### src/tank_config.svh
/* Tank arena configuration */

`ifndef TANK_CONFIG_SVH
`define TANK_CONFIG_SVH

// ----------------------------------------------------------------------
// Playfield bounds, inclusive pixel coordinates
// ----------------------------------------------------------------------
`define TANK_X_MIN 0                // Left edge of the screen
`define TANK_X_MAX 639              // Right edge of the screen
`define TANK_Y_MIN 0                // Top edge of the screen
`define TANK_Y_MAX 479              // Bottom edge of the screen

// ----------------------------------------------------------------------
// Tank geometry and motion
// ----------------------------------------------------------------------
`define TANK_SIZE 10                // Half-width of the tank box
`define TANK_STEP_SHIFT 4           // Trig magnitude >> 4 gives 0..7 px
`define ANGLE_COUNT 45              // Headings in 8 degree steps

// Start positions, both tanks face +X after reset
`define TANK1_START_X 200
`define TANK1_START_Y 250
`define TANK2_START_X 440
`define TANK2_START_Y 250

`define HIT_COUNT_WIDTH 16          // Collision counter width

`endif

### src/trig.mem
// Word per heading 0..44 in 8 degree steps, sine byte then cosine byte
// Both bytes sign-magnitude, bit 7 sign, bits 6:0 magnitude scaled by 127
007F
127E
237A
3474
436C
5261
5E55
6947
7238
7927
7D16
7F04
7E8D
7B9F
76B0
6EC0
64CE
58DB
4BE7
3CF0
2BF7
1AFC
09FF
89FF
9AFC
ABF7
BCF0
CBE7
D8DB
E4CE
EEC0
F6B0
FB9F
FE8D
FF04
FD16
F927
F238
E947
DE55
D261
C36C
B474
A37A
927E

### src/tank_pkg.sv
/* Tank arena types */

package tank_pkg;

    // ------------------------------------------------------------------
    // Screen and heading types
    // ------------------------------------------------------------------

    // Unsigned pixel coordinate, wide enough for 0..639
    typedef logic [9:0] coordT;

    // Heading index 0..44, 8 degrees per step, 0 points along +X
    typedef logic [5:0] angleT;

    // Sign-magnitude trig value
    // bit 7 is the sign, bits 6:0 are the magnitude scaled by 127
    typedef logic [7:0] trigT;

    // ------------------------------------------------------------------
    // Per-player movement command
    // ------------------------------------------------------------------
    typedef enum logic [2:0]
    {
        cmdNone,                    // No key held, tank stays put
        cmdForward,                 // Move along the heading
        cmdBackward,                // Move against the heading
        cmdTurnLeft,                // Heading +1, counter clockwise
        cmdTurnRight                // Heading -1, clockwise
    } tankCmdT;

endpackage

### src/keyboardDecoder.sv
/* Key packet receiver and decoder */

`timescale 1ns/1ps

module keyboardDecoder
(
    input  logic             Reset,         // Frame tick
    input  logic             frame_clk,     // Async reset, active high
    input  logic             keyReq,        // Host has a packet
    input  logic [31:0]      keycode,       // Four held key codes
    output logic             keyAck,        // Four-phase acknowledge
    output tank_pkg::tankCmdT cmd1,         // Player 1 command
    output tank_pkg::tankCmdT cmd2          // Player 2 command
);

    import tank_pkg::*;

    // ------------------------------------------------------------------
    // USB HID usage codes per player
    // ------------------------------------------------------------------
    localparam logic [7:0] KeyW     = 8'h1A;    // P1 forward
    localparam logic [7:0] KeyS     = 8'h16;    // P1 backward
    localparam logic [7:0] KeyA     = 8'h04;    // P1 turn left
    localparam logic [7:0] KeyD     = 8'h07;    // P1 turn right
    localparam logic [7:0] KeyUp    = 8'h52;    // P2 forward
    localparam logic [7:0] KeyDown  = 8'h51;    // P2 backward
    localparam logic [7:0] KeyLeft  = 8'h50;    // P2 turn left
    localparam logic [7:0] KeyRight = 8'h4F;    // P2 turn right

    tankCmdT dec1;                              // Decoded, not yet latched
    tankCmdT dec2;

    // True when any of the four bytes holds the key
    function automatic logic hasKey(input logic [31:0] code, input logic [7:0] key);
        return (code[31:24] == key) || (code[23:16] == key) ||
               (code[15:8] == key) || (code[7:0] == key);
    endfunction

    // Fixed priority, forward wins over backward over turns
    function automatic tankCmdT decodePlayer(input logic [31:0] code,
                                             input logic [7:0] fwd, input logic [7:0] bwd,
                                             input logic [7:0] lft, input logic [7:0] rgt);
        tankCmdT res;
        if (hasKey(code, fwd))
            res = cmdForward;
        else if (hasKey(code, bwd))
            res = cmdBackward;
        else if (hasKey(code, lft))
            res = cmdTurnLeft;
        else if (hasKey(code, rgt))
            res = cmdTurnRight;
        else
            res = cmdNone;
        return res;
    endfunction

    always_comb
    begin
        dec1 = decodePlayer(keycode, KeyW, KeyS, KeyA, KeyD);
        dec2 = decodePlayer(keycode, KeyUp, KeyDown, KeyLeft, KeyRight);
    end

    // Ack follows req one edge late, commands latch as ack rises
    always_ff @(posedge Reset or posedge frame_clk)
    begin
        if (frame_clk)
        begin
            keyAck <= 1'b0;
            cmd1   <= cmdNone;
            cmd2   <= cmdNone;
        end
        else if (keyReq && !keyAck)
        begin
            keyAck <= 1'b1;                     // Phase 2, packet taken
            cmd1   <= dec1;                     // Held until next packet
            cmd2   <= dec2;
        end
        else if (!keyReq)
            keyAck <= 1'b0;                     // Phase 4, ready again
    end

endmodule

### src/trigTable.sv
/* Sine and cosine ROM */

`timescale 1ns/1ps

`include "tank_config.svh"

module trigTable
(
    input  tank_pkg::angleT angle,          // Heading index
    output tank_pkg::trigT  sinVal,         // Sign-magnitude sine
    output tank_pkg::trigT  cosVal          // Sign-magnitude cosine
);

    import tank_pkg::*;

    // One word per heading, sine in the upper byte, cosine in the lower
    logic [15:0] rom [0:`ANGLE_COUNT-1];

    initial
    begin
        $readmemh("/design/src/trig.mem", rom);
    end

    // ------------------------------------------------------------------
    // Lookup, out-of-range headings read as zero
    // ------------------------------------------------------------------
    always_comb
    begin
        if (angle < `ANGLE_COUNT)
        begin
            sinVal = trigT'(rom[angle][15:8]);
            cosVal = trigT'(rom[angle][7:0]);
        end
        else
        begin
            sinVal = '0;                    // No motion for a bad index
            cosVal = '0;
        end
    end

endmodule

### src/tankMotion.sv
/* Tank heading and position engine */

`timescale 1ns/1ps

`include "tank_config.svh"

module tankMotion
#(
    parameter tank_pkg::coordT startX = tank_pkg::coordT'(`TANK1_START_X),
    parameter tank_pkg::coordT startY = tank_pkg::coordT'(`TANK1_START_Y)
)
(
    input  logic              Reset,        // Frame tick
    input  logic              frame_clk,    // Async reset, active high
    input  tank_pkg::tankCmdT cmd,          // Active command this frame
    output tank_pkg::coordT   x,            // Tank center X
    output tank_pkg::coordT   y,            // Tank center Y
    output tank_pkg::angleT   angle         // Heading index
);

    import tank_pkg::*;

    // ------------------------------------------------------------------
    // Clamp limits, the box edge stays on screen
    // ------------------------------------------------------------------
    localparam logic signed [11:0] XLo = 12'(`TANK_X_MIN + `TANK_SIZE);
    localparam logic signed [11:0] XHi = 12'(`TANK_X_MAX - `TANK_SIZE);
    localparam logic signed [11:0] YLo = 12'(`TANK_Y_MIN + `TANK_SIZE);
    localparam logic signed [11:0] YHi = 12'(`TANK_Y_MAX - `TANK_SIZE);
    localparam angleT AngleLast = angleT'(`ANGLE_COUNT - 1);

    trigT  sinVal;                          // From the ROM
    trigT  cosVal;
    logic signed [11:0] dx;                 // Signed step this frame
    logic signed [11:0] dy;
    logic signed [11:0] rawX;               // Unclamped next position
    logic signed [11:0] rawY;
    coordT nextX;
    coordT nextY;
    angleT nextAngle;

    // Sign-magnitude to signed step, flip inverts the direction
    function automatic logic signed [11:0] toDisp(input trigT val, input logic flip);
        logic [6:0]         mag;
        logic signed [11:0] disp;
        mag  = val[6:0] >> `TANK_STEP_SHIFT;
        disp = $signed({5'b00000, mag});
        return (val[7] ^ flip) ? -disp : disp;
    endfunction

    // Pin one axis into [lo, hi]
    function automatic coordT clampAxis(input logic signed [11:0] pos,
                                        input logic signed [11:0] lo,
                                        input logic signed [11:0] hi);
        coordT res;
        if (pos < lo)
            res = lo[9:0];
        else if (pos > hi)
            res = hi[9:0];
        else
            res = pos[9:0];
        return res;
    endfunction

    trigTable trig_i
    (
        .angle  (angle),
        .sinVal (sinVal),
        .cosVal (cosVal)
    );

    // ------------------------------------------------------------------
    // Next state from the current heading
    // ------------------------------------------------------------------
    always_comb
    begin
        dx        = '0;
        dy        = '0;
        nextAngle = angle;
        case (cmd)
            cmdForward:
            begin
                dx = toDisp(cosVal, 1'b0);
                dy = toDisp(sinVal, 1'b1);      // Screen y grows downward
            end
            cmdBackward:
            begin
                dx = toDisp(cosVal, 1'b1);      // Both signs reversed
                dy = toDisp(sinVal, 1'b0);
            end
            cmdTurnLeft:
                nextAngle = (angle == AngleLast) ? '0 : angle + 6'd1;
            cmdTurnRight:
                nextAngle = (angle == '0) ? AngleLast : angle - 6'd1;
            default: ;                          // cmdNone holds everything
        endcase
        rawX  = $signed({2'b00, x}) + dx;
        rawY  = $signed({2'b00, y}) + dy;
        nextX = clampAxis(rawX, XLo, XHi);      // Slides along a wall
        nextY = clampAxis(rawY, YLo, YHi);
    end

    // One update per frame
    always_ff @(posedge Reset or posedge frame_clk)
    begin
        if (frame_clk)
        begin
            x     <= startX;
            y     <= startY;
            angle <= '0;                        // Facing +X
        end
        else
        begin
            x     <= nextX;
            y     <= nextY;
            angle <= nextAngle;
        end
    end

endmodule

### src/hitDetector.sv
/* Tank collision detector */

`timescale 1ns/1ps

`include "tank_config.svh"

module hitDetector
(
    input  logic                        Reset,      // Frame tick
    input  logic                        frame_clk,  // Async reset, active high
    input  tank_pkg::coordT             x1,         // Tank 1 center
    input  tank_pkg::coordT             y1,
    input  tank_pkg::coordT             x2,         // Tank 2 center
    input  tank_pkg::coordT             y2,
    output logic                        hit,        // Boxes overlapped last frame
    output logic [`HIT_COUNT_WIDTH-1:0] hitCount    // Collisions seen
);

    import tank_pkg::*;

    localparam coordT Reach = coordT'(2 * `TANK_SIZE);  // Sum of two half-widths

    coordT distX;                           // |x1 - x2|
    coordT distY;                           // |y1 - y2|
    logic  overlap;

    // ------------------------------------------------------------------
    // Box overlap on both axes
    // ------------------------------------------------------------------
    always_comb
    begin
        distX   = (x1 >= x2) ? x1 - x2 : x2 - x1;
        distY   = (y1 >= y2) ? y1 - y2 : y2 - y1;
        overlap = (distX < Reach) && (distY < Reach);
    end

    // Flag and counter move together, count bumps as the flag rises
    always_ff @(posedge Reset or posedge frame_clk)
    begin
        if (frame_clk)
        begin
            hit      <= 1'b0;
            hitCount <= '0;
        end
        else
        begin
            hit <= overlap;
            if (overlap && !hit && (hitCount != '1))
                hitCount <= hitCount + 1'b1;    // Saturates at all ones
        end
    end

endmodule

### src/tankArena.sv
/* Two-player tank arena top */

`timescale 1ns/1ps

`include "tank_config.svh"

module tankArena
(
    input  logic                        Reset,      // Frame tick
    input  logic                        frame_clk,  // Async reset, active high
    input  logic                        keyReq,     // Host packet request
    input  logic [31:0]                 keycode,    // Four held keys
    output logic                        keyAck,     // Packet acknowledge
    output tank_pkg::coordT             tank1X,
    output tank_pkg::coordT             tank1Y,
    output tank_pkg::angleT             tank1Angle,
    output tank_pkg::coordT             tank2X,
    output tank_pkg::coordT             tank2Y,
    output tank_pkg::angleT             tank2Angle,
    output logic                        hit,        // Tanks touched last frame
    output logic [`HIT_COUNT_WIDTH-1:0] hitCount
);

    import tank_pkg::*;

    tankCmdT cmd1;                          // Latched player commands
    tankCmdT cmd2;

    // ------------------------------------------------------------------
    // Key packet to commands
    // ------------------------------------------------------------------
    keyboardDecoder dec_i
    (
        .Reset     (Reset),
        .frame_clk (frame_clk),
        .keyReq    (keyReq),
        .keycode   (keycode),
        .keyAck    (keyAck),
        .cmd1      (cmd1),
        .cmd2      (cmd2)
    );

    // ------------------------------------------------------------------
    // Motion engines, same logic at different start points
    // ------------------------------------------------------------------
    tankMotion #(.startX(coordT'(`TANK1_START_X)), .startY(coordT'(`TANK1_START_Y))) u_tank1
    (
        .Reset     (Reset),
        .frame_clk (frame_clk),
        .cmd       (cmd1),
        .x         (tank1X),
        .y         (tank1Y),
        .angle     (tank1Angle)
    );

    tankMotion #(.startX(coordT'(`TANK2_START_X)), .startY(coordT'(`TANK2_START_Y))) u_tank2
    (
        .Reset     (Reset),
        .frame_clk (frame_clk),
        .cmd       (cmd2),
        .x         (tank2X),
        .y         (tank2Y),
        .angle     (tank2Angle)
    );

    hitDetector hit_i
    (
        .Reset     (Reset),
        .frame_clk (frame_clk),
        .x1        (tank1X),
        .y1        (tank1Y),
        .x2        (tank2X),
        .y2        (tank2Y),
        .hit       (hit),
        .hitCount  (hitCount)
    );

endmodule

### config.mk
export PLATFORM = sky130hd
export DESIGN_NAME = tankArena
export DESIGN_NICKNAME = d
export VERILOG_FILES = /design/src/tank_pkg.sv /design/src/keyboardDecoder.sv /design/src/trigTable.sv /design/src/tankMotion.sv /design/src/hitDetector.sv /design/src/tankArena.sv
export VERILOG_INCLUDE_DIRS = /design/src
export SDC_FILE = /design/constraint.sdc
export NUM_CORES = 1
export LEC_CHECK = 0
export BUFFER_PORTS_ARGS = -buffer_cell sky130_fd_sc_hd__buf_2
export CAP_MARGIN = 20
export CORE_MARGIN = 4
export CORE_UTILIZATION = 60
export CTS_BUF_LIST = sky130_fd_sc_hd__clkbuf_8
export DETAILED_ROUTE_END_ITERATION = 10
export HOLD_SLACK_MARGIN = 0.08
export PLACE_DENSITY_LB_ADDON = 0.3
export SLEW_MARGIN = 40
export SYNTH_ARGS = -nofsm -noshare
export SYNTH_HDL_FRONTEND = slang
export SYNTH_SLANG_ARGS = --single-unit
export TNS_END_PERCENT = 50
### constraint.sdc
create_clock -name Reset -period 10.2 [get_ports Reset]
set_clock_uncertainty 0.1 [all_clocks]
set_input_delay 1.53 -clock Reset [delete_from_list [all_inputs] [get_ports Reset]]
set_output_delay 1.53 -clock Reset [all_outputs]
set_load 0.01 [all_outputs]
[Word-level counts from Yosys, hierarchy flattened]
Index checks and enable logic that the tools add are counted.
W data, S select, Z words.
Operators by class
  equality and inequality tests: 44
  $lt $le $gt $ge: 14
  add/subtract/negate cells: 17
  muxes and demuxes: 42
  reductions and logical operators: 34
Operator list (count)
  $eq A8 B7 Y1 const B: 16
  $mux W10: 10
  $mux W12: 8
  $pmux W12 S2: 4
  $eq A8 B3 Y1 const B: 8
  $eq A8 B5 Y1 const B: 8
  $add A11 B12 Y12: 4
  $lt A12 B5 Y1 const B: 4
  $neg A3 Y12: 4
  $sub A10 B10 Y10: 4
  $mux W8: 4
  $gt A12 B10 Y1 const B: 2
  $gt A12 B11 Y1 const B: 2
  $logic_or A1 B1 Y1: 24
  $mux W3: 8
  $mux W6: 4
  $pmux W6 S2: 2
  $ge A10 B10 Y1: 2
  $lt A10 B5 Y1 const B: 2
  $add A16 B1 Y16 const B: 1
  $ne A16 B16 Y1 const B: 1
  $add A6 B1 Y6 const B: 2
  $eq A3 B2 Y1 const B: 4
  $eq A6 B6 Y1 const B: 2
  other kinds (10): 21
Storage, ports and cells
  flip-flop bits (word level): 76
  output and inout port bits: 70
  bits of input ports: 35

[Logic depth before layout (Yosys ltp)]
Gate-level depths: netlist (run 1).
  depth after elaboration: 9
  gate-level depth with buffers: 14
  gate-level depth less buffers: 11

[Hierarchy]
From an unflattened synthesis (run 1), not the netlist that was laid out.
Second synthesis, totals
  cell total of the unflattened synthesis: 1109
  area total of the unflattened synthesis: 9091.2 um^2
Modules (own cells, without submodules)
  tankMotion at u_tank2: cells each 321, times used 1, area each 2687.6 um^2, seq. area each 664.4 um^2
  tankMotion at u_tank1: cells each 321, times used 1, area each 2685.1 um^2, seq. area each 661.9 um^2
  hitDetector: cells each 337, times used 1, area each 2665.1 um^2, seq. area each 425.4 um^2
  keyboardDecoder: cells each 96, times used 1, area each 805.8 um^2, seq. area each 175.2 um^2
  trigTable: cells each 17, times used 2, area each 123.9 um^2, seq. area each 0.0 um^2

[Worst setup path after synthesis (run 1)]
No wires, ideal clock.
  path type: register -> register
  start: reg u_tank1.x[5]
  end: reg hit_i.hitCount[1]
  required time: 9975 ps
  path buffers: 1
  arrival: 3333 ps
  cell stages (with the launch flop): 13
  period minus slack after synthesis: 3558 ps
  slack: 6642 ps
  setup time: 125 ps
  path through: dfrtp_1 inv_1 ha_1 buf_6 o21a_1 o31a_1 o41a_1 mux2_4 o221a_2 nor4_4 nand4bb_4 nor2_1 mux2_2
On the way
  longest elaborated chain between the ends: 6
Ends and longest elaborated chain
  start, declared: RTL line tankMotion.sv:16  | output tank_pkg::coordT x,
  start signal, assigned: RTL line tankMotion.sv:108  | x <= startX;
  start signal, assigned: RTL line tankMotion.sv:114  | x <= nextX;
  $sub A10 B10 Y10 / $ge A10 B10 Y1 (equally long branches): RTL line hitDetector.sv:32  | distX = (x1 >= x2) ? x1 - x2 : x2 - x1;
  $mux W10 (*): RTL line hitDetector.sv:32
  $lt A10 B5 Y1 (*): RTL line hitDetector.sv:34  | overlap = (distX < Reach) && (distY < Reach);
  $logic_and A1 B1 Y1 (*): RTL line hitDetector.sv:34
  $logic_and A1 B1 Y1 (*) (2 in series): RTL line hitDetector.sv:48  | if (overlap && !hit && (hitCount != '1))
  end signal, assigned: RTL line hitDetector.sv:49  | hitCount <= hitCount + 1'b1;
  end, declared: RTL line hitDetector.sv:16  | output logic [`HIT_COUNT_WIDTH-1:0] hitCount
Mark *: on every way between the ends. The rest lies on a longest branch, timed or not.
A chain may end at the register's enable or synchronous reset.

[Final worst setup path (run 1)]
Ends and elaborated chain as after synthesis.

==> results of run 1 <==
[power groups by stage]
stage,combinational (mW),clock [mW],sequential (mW)
final,0.139,0.151,0.267
after global routing,0.157,0.166,0.271
after CTS,0.140,0.155,0.267
after detailed placement,0.139,0,0.271
after global placement,0.135,0,0.269
after floorplan,0.0840,0,0.273
[area by class of cell]
class / count / area (sq um) / area share
tap: 99 / 124 / 0.0242
clock buffer: 5 / 68.8 / 0.0135
inverter: 38 / 143 / 0.0279
timing repair buffer: 102 / 513 / 0.100
multi-input combinational: 426 / 2850 / 0.557
sequential: 54 / 1370 / 0.267
clock inverter: 3 / 48.8 / 0.00955
[state kept, by name, summed over array words and instances (netlist names), 3 cells and up]
signal / count
u_tank1.angle: 6
u_tank2.x: 5
u_tank1.x: 5
u_tank1.y: 4
hit_i.hitCount: 16
u_tank2.y: 4
u_tank2.angle: 6
dec_i.cmd2: 3
dec_i.cmd1: 3
[critical path: cells and delay by family, from the launching register on]
family          cells  cell delay [ps]
simple gates        3              860
buf+inv             1              180
mux                 1              350
fa+ha+maj           1              480
flops               1              540
compound gates      5             1440
[per-stage QoR]
stage                util  worst slack, ps
global placement    0.680             6310
finish              0.697             6170
detailed placement  0.681             6180
floorplan               -             6640
CTS                 0.697             6170
global route        0.697             5800
[cells by family after synthesis]
| logic type | Yosys count |
|---|---|
| multiplexers | 5 |
| XOR/XNOR | 25 |
| AO/OA/AOI/OAI | 132 |
| AND/OR/NAND/NOR | 230 |
| buffers and inverters | 79 |
| other | 1 |
| adder cells (fa/ha/maj) | 31 |
| flip-flops | 54 |
[layout by cell type, fill, tap and decap left out, types with 7 or more instances in the layout]
cell	synthesis	final
buf_2	1	101
dfstp_2	12	12
nand2_1	53	53
dfrtp_1	42	42
nor2_1	50	50
o31ai_1	7	7
nand3_1	21	21
nor2b_1	9	9
inv_1	38	37
ha_1	29	29
nor3_1	27	26
xor2_1	19	19
a21oi_1	25	25
o211ai_1	8	8
a21o_1	9	9
o21ai_0	27	27
[per-layer routing]
metal | vias up | GRT usage | part of all wire
li1 | 2133 | - | -
met5 | - | 0 | 0
met4 | 0 | 0.0746 | 0.016
met3 | 13 | 0.0481 | 0.060
met1 | 2064 | 0.310 | 0.45
met2 | 124 | 0.410 | 0.48
[path summary, 6_finish.rpt]
kind / cells past startpoint / start / to
worst max-delay path: 11 / u_tank1.x[5] / hit_i.hitCount[1]
worst min-delay path: 0 / u_tank1.y[7] / u_tank1.y[7]
worst max register to register: 11 / u_tank1.x[5] / hit_i.hitCount[1]
worst min register to register: 0 / u_tank1.y[7] / u_tank1.y[7]
max in group asynchronous: 3 / frame_clk / hit_i.hitCount[8]
min in group asynchronous: 3 / frame_clk / u_tank2.angle[5]
==> reports/qor.yml, run 1 <==
status: "finished clean"
die_w_um: 95.4
ios: 105
io_buffers: 101
combPwrFrac: 0.250
num-fill-cells: 612
area_growth_pct: 11.3
max_freq_mhz: 248
drt_first_pass_iters: 4
grt_pass1_wl_mm: 17.8
initial_utilization: 0.626
ys_types: 68
ys_ff_latch: 54
via_per_inst: 5.96
relSlewSlack: 0.540
hp-class: "register to register"
instances_no_fill: 727
cts_setup_buffers: 0
crit_required_ps: 10320
synthXorXnorAreaFrac: 0.0477
synthArstFlopShare: 1.00
synth_compound_area_frac: 0.197
leakagePower_nw: 2.41
p_sw_mw: 0.193
syn_area_per_cell_sq_um: 8.24
synth_top_cell_by_area: "dfrtp_1"
end_kind: "register"
synth_area_sq_mm: 0.00459
place_hpwl_mm: 8.55
period_needed_ps: 4030
grt_max_degree: 55
rsz0062_at_grt: "no"
crit_arrival_ps: 4150
tightest_slew_ps: 689
clkLatencyLatePin_ps: 320
muxShareOfSynthArea: 0.0125
synth_top_family_by_area: "simple AND/OR/NAND/NOR gates"
ys_seq_area_frac: 0.298
place_area_sq_mm: 0.00499
power_frac_clock: 0.271
synthAdderAreaFrac: 0.0834
p_seq_frac: 0.479
fin_area_sq_mm: 0.00511
yosysMostFrequentCell: "nand2_1"
synth_commonest_cells: "53 x nand2_1, 50 x nor2_1, 42 x dfrtp_1, 38 x inv_1, 29 x ha_1"
nets: 691
drive_gt1_frac: 0.229
worstPathMaxFanout: 15
max_stage_delay_ps: 540
synth_edf_count: 0
crit_chain: "inv_1, ha_1, o21a_1, o31a_1, o31ai_1, o21ai_0, nand4b_1, a221oi_1, nand4bb_4, nor2_1, mux2_2"
core.rowCount: 31
power.share.switching: 0.346
synth_ff_type: "dfrtp_1"
worst_setup_path_start_kind: "register"
yosys_warnings: 0
powerDensity_mw_per_mm2: 109
cap_viol_max_count: 0
fin_tns_setup_ps: 0
clkTransAtPathRegs_ps: 110
detail_route.iter0.violations: 236
cts_tree: "built"
placedCellCount: 719
htreeDepth: 2
hold_violations: 0
drt-total-wl_mm: 10.9
hold_slack_ps: 319
irDropWorstVdd_v: 0.000120
synthSimpleGateAreaFrac: 0.275
routedWlPerCell_um: 15.0
maxSlewViolCount: 0
die_area_sq_mm: 0.00911
p_int_mw: 0.365
numCtsBuffers: 5
cts.hold.buffers_added: 0
cts_root_buffer: "clkbuf_8"
overflow: 0
die_h_um: 95.4
antenna_left: 0
antenna_found_initial: 0
post-route-period-util: 0.395
ctsResizeCount: 0
grt_pass1_vias: 3953
finalPower_mw: 0.558
globalplace.congestion: 0.963
drcViolationCount: 0
grt.total_usage: 0.242
synth_top_area_frac: 0.229
fp.coreArea_sq_mm: 0.00733
synth_cells: 557
clock-sinks: 54
setup_violations: 0
num_antenna_cells: 0
cp_slowest_cell: "dfrtp_1"
worst-r2r-setup-slack_ps: 6170
crit_type: "register to register"
synth.area.top_cells: "dfrtp_1 23%, ha_1 7.9%, dfstp_2 6.9%, nand2_1 4.3%, nor2_1 4.1%"
vias: 4334
clockBufferDepth: 2
No activity file was read; power rests on OpenSTA's default activity.
==> run 2: changes to the inputs <==
- ABC_AREA: default -> 1
- CORE_UTILIZATION: 60 -> 59
- clock period: 10.2 -> 3.8 ns (I/O delays scaled with it)
==> run 2 against run 1 <==
  * Sequential share of layout area decreased by 4.0 points
  * Worst hold slack got worse by 120 ps
  * Via count increased by 29%
  * Clock power increased by 130%
  * Synthesized area increased by 21%
  * Utilization decreased by 4.3 points
  * Worst setup slack got worse by 5600 ps
  * Flip-flop and latch count unchanged
  * Critical path depth increased by 5
  * Combinational power increased to 3.0 times the previous value
  * Largest power group unchanged
  * Highest routed layer unchanged
==> reports/qor.yml, run 2 <==
status: "finished clean"
powerDensity_mw_per_mm2: 244  # +120%
irDropWorstVdd_v: 0.000347  # +190%
antenna_found_initial: 0  # unchanged
via_per_inst: 5.37  # -10%
crit_required_ps: 3950  # -6370 ps
grt_max_degree: 44  # -20%
instances_no_fill: 1038  # +43%
ys_types: 49  # -28%
max_stage_delay_ps: 550  # about the same
setup_violations: 0  # unchanged
combPwrFrac: 0.281  # +0.031
die_w_um: 105  # +10%
synth_area_sq_mm: 0.00555  # +21%
largest-register: "hit_i.hitCount"
crit_chain: "inv_1, ha_1, inv_1, nor2_1, inv_1, nor2_1, nand2_4, nand2_8, nand2_1, nand2_1, nand2_1, nor2_2, nand2_2, nor2_4, nand4_1, nand2_1"
synth_cells: 855  # +54%
htreeDepth: 2  # unchanged
clockBufferDepth: 2  # unchanged
die_h_um: 105  # +10%
cts_root_buffer: "clkbuf_8"
drt-total-wl_mm: 13.2  # +21%
clkTransAtPathRegs_ps: 100  # about the same
ios: 105  # unchanged
grt_pass1_wl_mm: 22.6  # +27%
crit_arrival_ps: 3340  # -810 ps
period_needed_ps: 3190  # -840 ps
cpMostUsedCell: "nand2_1"
yosys_warnings: 0  # unchanged
io_buffers: 101  # unchanged
worst-r2r-setup-slack_ps: 610  # -5560 ps
tightest_slew_ps: 639  # -50.4 ps
core.rowCount: 35  # +13%
drive_gt1_frac: 0.188  # -0.0416
synth.area.top_cells: "dfrtp_1 19%, nand2_1 16%, inv_1 8.4%, nand3_1 6.9%, ha_1 6.5%"
numCtsBuffers: 5  # unchanged
globalplace.congestion: 0.973  # +1.1%
antenna_left: 0  # unchanged
hold_slack_ps: 202  # -116 ps
pre_cts_ws_ps: 636  # -5540 ps
clock-sinks: 54  # unchanged
power_frac_clock: 0.235  # -0.036
cts_setup_buffers: 0  # unchanged
p_int_mw: 0.943  # +160%
num_antenna_cells: 0  # unchanged
ctsResizeCount: 0  # unchanged
post-route-period-util: 0.839  # +0.444
synthArstFlopShare: 1.00  # unchanged
fp.coreArea_sq_mm: 0.00920  # +25%
end_kind: "register"
rsz0062_at_grt: "no"
cpLargestDelayFamily: "simple AND/OR/NAND/NOR gates"
cp_slowest_cell: "dfrtp_1"
nets: 990  # +43%
vias: 5571  # +29%
yosysMostFrequentCell: "nand2_1"
clkLatencyLatePin_ps: 310  # about the same
cts.hold.buffers_added: 0  # unchanged
timing.rr.start: "u_tank1.x[5]"
place_hpwl_mm: 10.7  # +25%
reg.largest.list: "hit_i.hitCount: 16 flops, u_tank1.angle: 6 flops, u_tank2.angle: 6 flops"
overflow: 0  # unchanged
cap_viol_max_count: 0  # unchanged
synth_ff_type: "dfrtp_1"
synth_commonest_cells: "239 x nand2_1, 124 x inv_1, 77 x nand3_1, 76 x nor2_1, 42 x dfrtp_1"
relSlewSlack: 0.574  # +0.0336
power.share.switching: 0.358  # +0.0121
fin_util: 0.654  # -0.0426
largest_reg_flops: 16  # unchanged
crit_type: "register to register"
ys_ff_latch: 54  # unchanged
grt_pass1_vias: 5025  # +27%
drcViolationCount: 0  # unchanged
fin_tns_setup_ps: 0  # unchanged
synth_top_area_frac: 0.190  # -0.0395
syn_area_per_cell_sq_um: 6.49  # -21%
worstPathMaxFanout: 17  # +2
detail_route.iter0.violations: 245  # +3.8%
hold_violations: 0  # unchanged
r2r-end: "hit_i.hitCount[11]"
synth_top_cell_by_area: "dfrtp_1"
p_sw_mw: 0.527  # +170%
r2r_cells: 16  # +5
hp-class: "input pin to asynchronous set/reset pin"
p_seq_frac: 0.483  # +0.004
die_area_sq_mm: 0.0110  # +21%
initial_utilization: 0.603  # -0.0229
ys_seq_area_frac: 0.246  # -0.0514
worst_setup_path_start_kind: "register"
final_common_cell: "nand2_1"
drt_first_pass_iters: 5  # +1
path_buf_inv: 3  # +2
cts_tree: "built"
synth_edf_count: 0  # unchanged
placedCellCount: 1030  # +43%
worst_slack_ps: 610  # -5560 ps
routedWlPerCell_um: 12.8  # -15%
area_growth_pct: 8.51
final_cell_mix: "239 x nand2_1, 123 x inv_1, 101 x buf_2"
max_freq_mhz: 313  # +26%
leakagePower_nw: 3.38  # +40%
grt.total_usage: 0.239  # -0.00211
maxSlewViolCount: 0  # unchanged
-- run 2: worst max path at each step --
stage | start | end | slack (ps) | depth (start not counted)
floorplan | u_tank1.x[5] | hit_i.hitCount[5] | 1160 | 18
CTS | u_tank1.x[5] | hit_i.hitCount[11] | 610 | 16
global route | u_tank1.x[5] | hit_i.hitCount[7] | 260 | 16
global placement | u_tank1.x[5] | hit_i.hitCount[6] | 690 | 16
finish | u_tank1.x[5] | hit_i.hitCount[11] | 610 | 16
detailed placement | u_tank1.x[5] | hit_i.hitCount[11] | 640 | 16
-- run 2: kinds of logic (layout without fill, tap and decap cells) --
kind of cell               count (synthesis)  after routing  synth area share
xor gates and xnor gates                  25             25            0.0395
buffers and inverters                    174            244             0.146
DFF                                       54             54             0.246
and+or+nand+nor                          488            488             0.408
other                                      1              3          0.000676
AOI/OAI and AO/OA                         84             84            0.0945
adders and majority gates                 29             29            0.0654
-- run 2: final cells by class --
class | instances | area (sq um)
clock buffer | 6 | 82.6
inverter | 134 | 515
sequential | 54 | 1370
clock inverter | 2 | 16.3
tap | 111 | 139
fill | 904 | 3180
multi-input combinational | 629 | 3380
timing repair buffer | 102 | 513
-- run 2: worst register-to-register path, delay by kind of cell, from the launching register on --
family | cells | cell delay [ps]
and+or+nand+nor | 12 | 1570
buffers and inverters | 3 | 420
DFF | 1 | 550
adders and majority gates | 1 | 510
-- run 2: metal layers --
| metal | vias up | track usage | share of wire |
|---|---|---|---|
| met1 | 2552 | 0.335 | 0.47 |
| met4 | 0 | 0.0487 | 0.0097 |
| li1 | 2872 | - | - |
| met3 | 10 | 0.0272 | 0.049 |
| met5 | - | 0 | 0 |
| met2 | 137 | 0.401 | 0.48 |
-- run 2: stage by stage --
step | total power [mW] | area [sq um]
2_1_floorplan | 0.997 | 5550
3_5_place_dp | 1.13 | 5910
4_1_cts | 1.48 | 6010
5_1_grt | 1.58 | 6020
3_3_place_gp | 1.12 | 5910
6_report | 1.47 | 6020
-- run 2: power by group through the flow --
| stage | Clock, mW | Combinational (mW) | Sequential [mW] |
|---|---|---|---|
| 3_3_place_gp | 0 | 0.407 | 0.717 |
| 2_1_floorplan | 0 | 0.272 | 0.725 |
| 4_1_cts | 0.356 | 0.416 | 0.709 |
| 6_report | 0.346 | 0.414 | 0.711 |
| 3_5_place_dp | 0 | 0.413 | 0.720 |
| 5_1_grt | 0.374 | 0.481 | 0.726 |
==> run 3: changes to the inputs <==
- ABC_AREA: 1 -> 0
- CORE_UTILIZATION: 59 -> 51
- clock period: 3.8 -> 2.71 ns (I/O delays scaled with it)
==> run 3 against run 2 <==
  * The flow now finishes with violations (negative setup slack)
  * Critical path depth fell by 5
  * Sequential power increased by 42%
  * Clock power up 66%
  * First-iteration DRC count decreased by 22%
  * Clock-buffer cell count is 1 lower
  * Total power rose by 43%
  * Register-to-register slack lost 1200 ps
  * Worst setup slack got worse by 1200 ps
  * Final cell count is 20% lower
  * Die area fell by 4.0%
  * Routed wire length is 8.4% lower
  * Largest power group unchanged
==> reports/qor.yml, run 3 (same netlist as run 1, synthesis figures left out) <==
overflow: 0  # unchanged
grt.total_usage: 0.231  # -0.00832
antenna_left: 0  # unchanged
hold_slack_ps: 112  # -90.4 ps
ios: 105  # unchanged
drt_first_pass_iters: 4  # -1
powerDensity_mw_per_mm2: 347  # +42%
clockBufferDepth: 2  # unchanged
worst_setup_path_start_kind: "register"
nets: 789  # -20%
drive_gt1_frac: 0.369  # +0.181
globalplace.congestion: 0.978  # +0.43%
die_h_um: 103  # -2.0%
p_sw_mw: 0.732  # +39%
cap_viol_max_count: 0  # unchanged
fp.coreArea_sq_mm: 0.00872  # -5.2%
fin_util: 0.697  # +0.0424
hp-class: "input pin to register"
path_buf_inv: 1  # -2
final_cell_mix: "101 x buf_2, 96 x buf_4, 53 x nand2_1"
hold_violations: 0  # unchanged
cpLargestDelayFamily: "simple AND/OR/NAND/NOR gates"
final_common_cell: "buf_2"
combPwrFrac: 0.251  # -0.030
htreeDepth: 2  # unchanged
drt-total-wl_mm: 12.1  # -8.4%
grt_pass1_vias: 4458  # -11%
tightest_slew_ps: 570  # -69.2 ps
vias: 4668  # -16%
routedWlPerCell_um: 14.5  # +14%
crit_required_ps: 2850  # -1100 ps
relSlewSlack: 0.615  # +0.0413
r2r_cells: 11  # -5
detail_route.iter0.violations: 190  # -22%
largest_reg_flops: 16  # unchanged
end_kind: "register"
core.rowCount: 34  # -2.9%
drcViolationCount: 0  # unchanged
die_area_sq_mm: 0.0106  # -4.0%
grt_max_degree: 24  # -45%
cp_slowest_cell: "dfstp_2"
via_per_inst: 5.60  # +4.3%
power.share.switching: 0.347  # -0.0110
die_w_um: 103  # -2.0%
min_from: "keyReq"
post-route-period-util: 1.21  # +0.373
initial_utilization: 0.526  # -0.0769
power_frac_clock: 0.272  # +0.037
fin_area_sq_mm: 0.00608  # +0.98%
io_buffers: 101  # unchanged
crit_cells: 11  # -5
clkLatencyLatePin_ps: 320  # about the same
crit_arrival_ps: 3430  # +90 ps
hold_path_depth: 1
maxSlewViolCount: 0  # unchanged
cts_tree: "built"
irDropWorstVdd_v: 0.000521  # +50%
num-fill-cells: 689  # -24%
crit_chain: "inv_1, ha_1, and2_1, a221oi_1, o211ai_1, o31ai_4, o22ai_2, nor4_4, nand4bb_4, nor4_1, xor2_1"
timing.rr.start: "u_tank1.y[7]"
num_antenna_cells: 0  # unchanged
area_growth_pct: 32.4
violations: "negative setup slack"
numCtsBuffers: 5  # unchanged
period_needed_ps: 3290  # +96.6 ps
place_hpwl_mm: 9.77  # -8.7%
leakagePower_nw: 2.89  # -15%
p_int_mw: 1.37  # +46%
clkTransAtPathRegs_ps: 110  # about the same
p_seq_frac: 0.477  # -0.006
antenna_found_initial: 0  # unchanged
worstPathMaxFanout: 8  # -9
max_stage_delay_ps: 540  # about the same
worst_slack_ps: -577  # -1190 ps
status: "finished with violations"
grt_pass1_wl_mm: 20.1  # -11%
reg.largest.list: "hit_i.hitCount: 16 flops, u_tank1.angle: 6 flops, u_tank2.angle: 6 flops"
largest-register: "hit_i.hitCount"
max_freq_mhz: 304  # -2.9%
crit_type: "register to register"
setup_violations: 16  # +16
place_area_sq_mm: 0.00575  # -2.7%
clock-sinks: 54  # unchanged
cts_root_buffer: "clkbuf_8"
rsz0062_at_grt: "yes"
startpoint: "u_tank1.y[7]"
run 3: worst paths after layout:
| check | end | slack, ps |
|---|---|---|
| setup / recovery | hit_i.hitCount[13] | -580 |
| hold / removal | dec_i.keyAck | 110 |
| setup reg to reg | hit_i.hitCount[13] | -580 |
| hold reg to reg | hit_i.hitCount[8] | 400 |
| max in group asynchronous | u_tank2.y[3] | 1380 |
| min in group asynchronous | u_tank2.angle[4] | 480 |
run 3: routing by layer:
layer	global-route usage	wire (um)
met1	0.302	5220
met2	0.407	6040
met3	0.0345	731
met4	0.0498	138
met5	0	0
run 3: area by class of cell:
type	count	area, sq um	area share
multi-input cells	426	3050	0.501
flip-flops and latches	54	1370	0.225
repair buffers	200	1260	0.208
inverters	38	145	0.0239
well taps	108	135	0.0222
clock buffers	5	68.8	0.0113
clock inverters	3	48.8	0.00803
run 3: repair_timing:
action | 4_1_cts | 5_1_grt
setup endpoints to repair | 17 | 17
pin swaps | 7 | 11
buffers inserted | 4 | 3
hold buffers | 1 | 0
gates resized for setup | 6 | 22
hold endpoints to repair | 7 | 0
run 3: worst reg2reg max path, stage by stage, from the launching register on:
cell and delay [ps]:
dfstp_2 540, inv_1 50, ha_1 330, and2_1 210, a221oi_1 310, o211ai_1 260
o31ai_4 120, o22ai_2 130, nor4_4 350, nand4bb_4 250, nor4_1 390, xor2_1 170
run 3: power by group through the flow:
stage	Clock [mW]	Sequential (mW)	Combinational, mW
floorplan	0	1.03	0.316
global placement	0	1.01	0.504
detailed placement	0	1.02	0.524
CTS	0.587	1.00	0.528
global route	0.618	1.03	0.602
finish	0.573	1.01	0.528
run 3: per-stage QoR:
step	cells	total power, mW	setup TNS (ps)	setup WS, ps
after global placement	818	1.52	-7810	-552
after floorplan	559	1.34	-6900	-467
after CTS	831	2.12	-9650	-658
final	834	2.11	-8510	-577
after global routing	834	2.25	-11370	-747
after detailed placement	818	1.54	-9370	-692
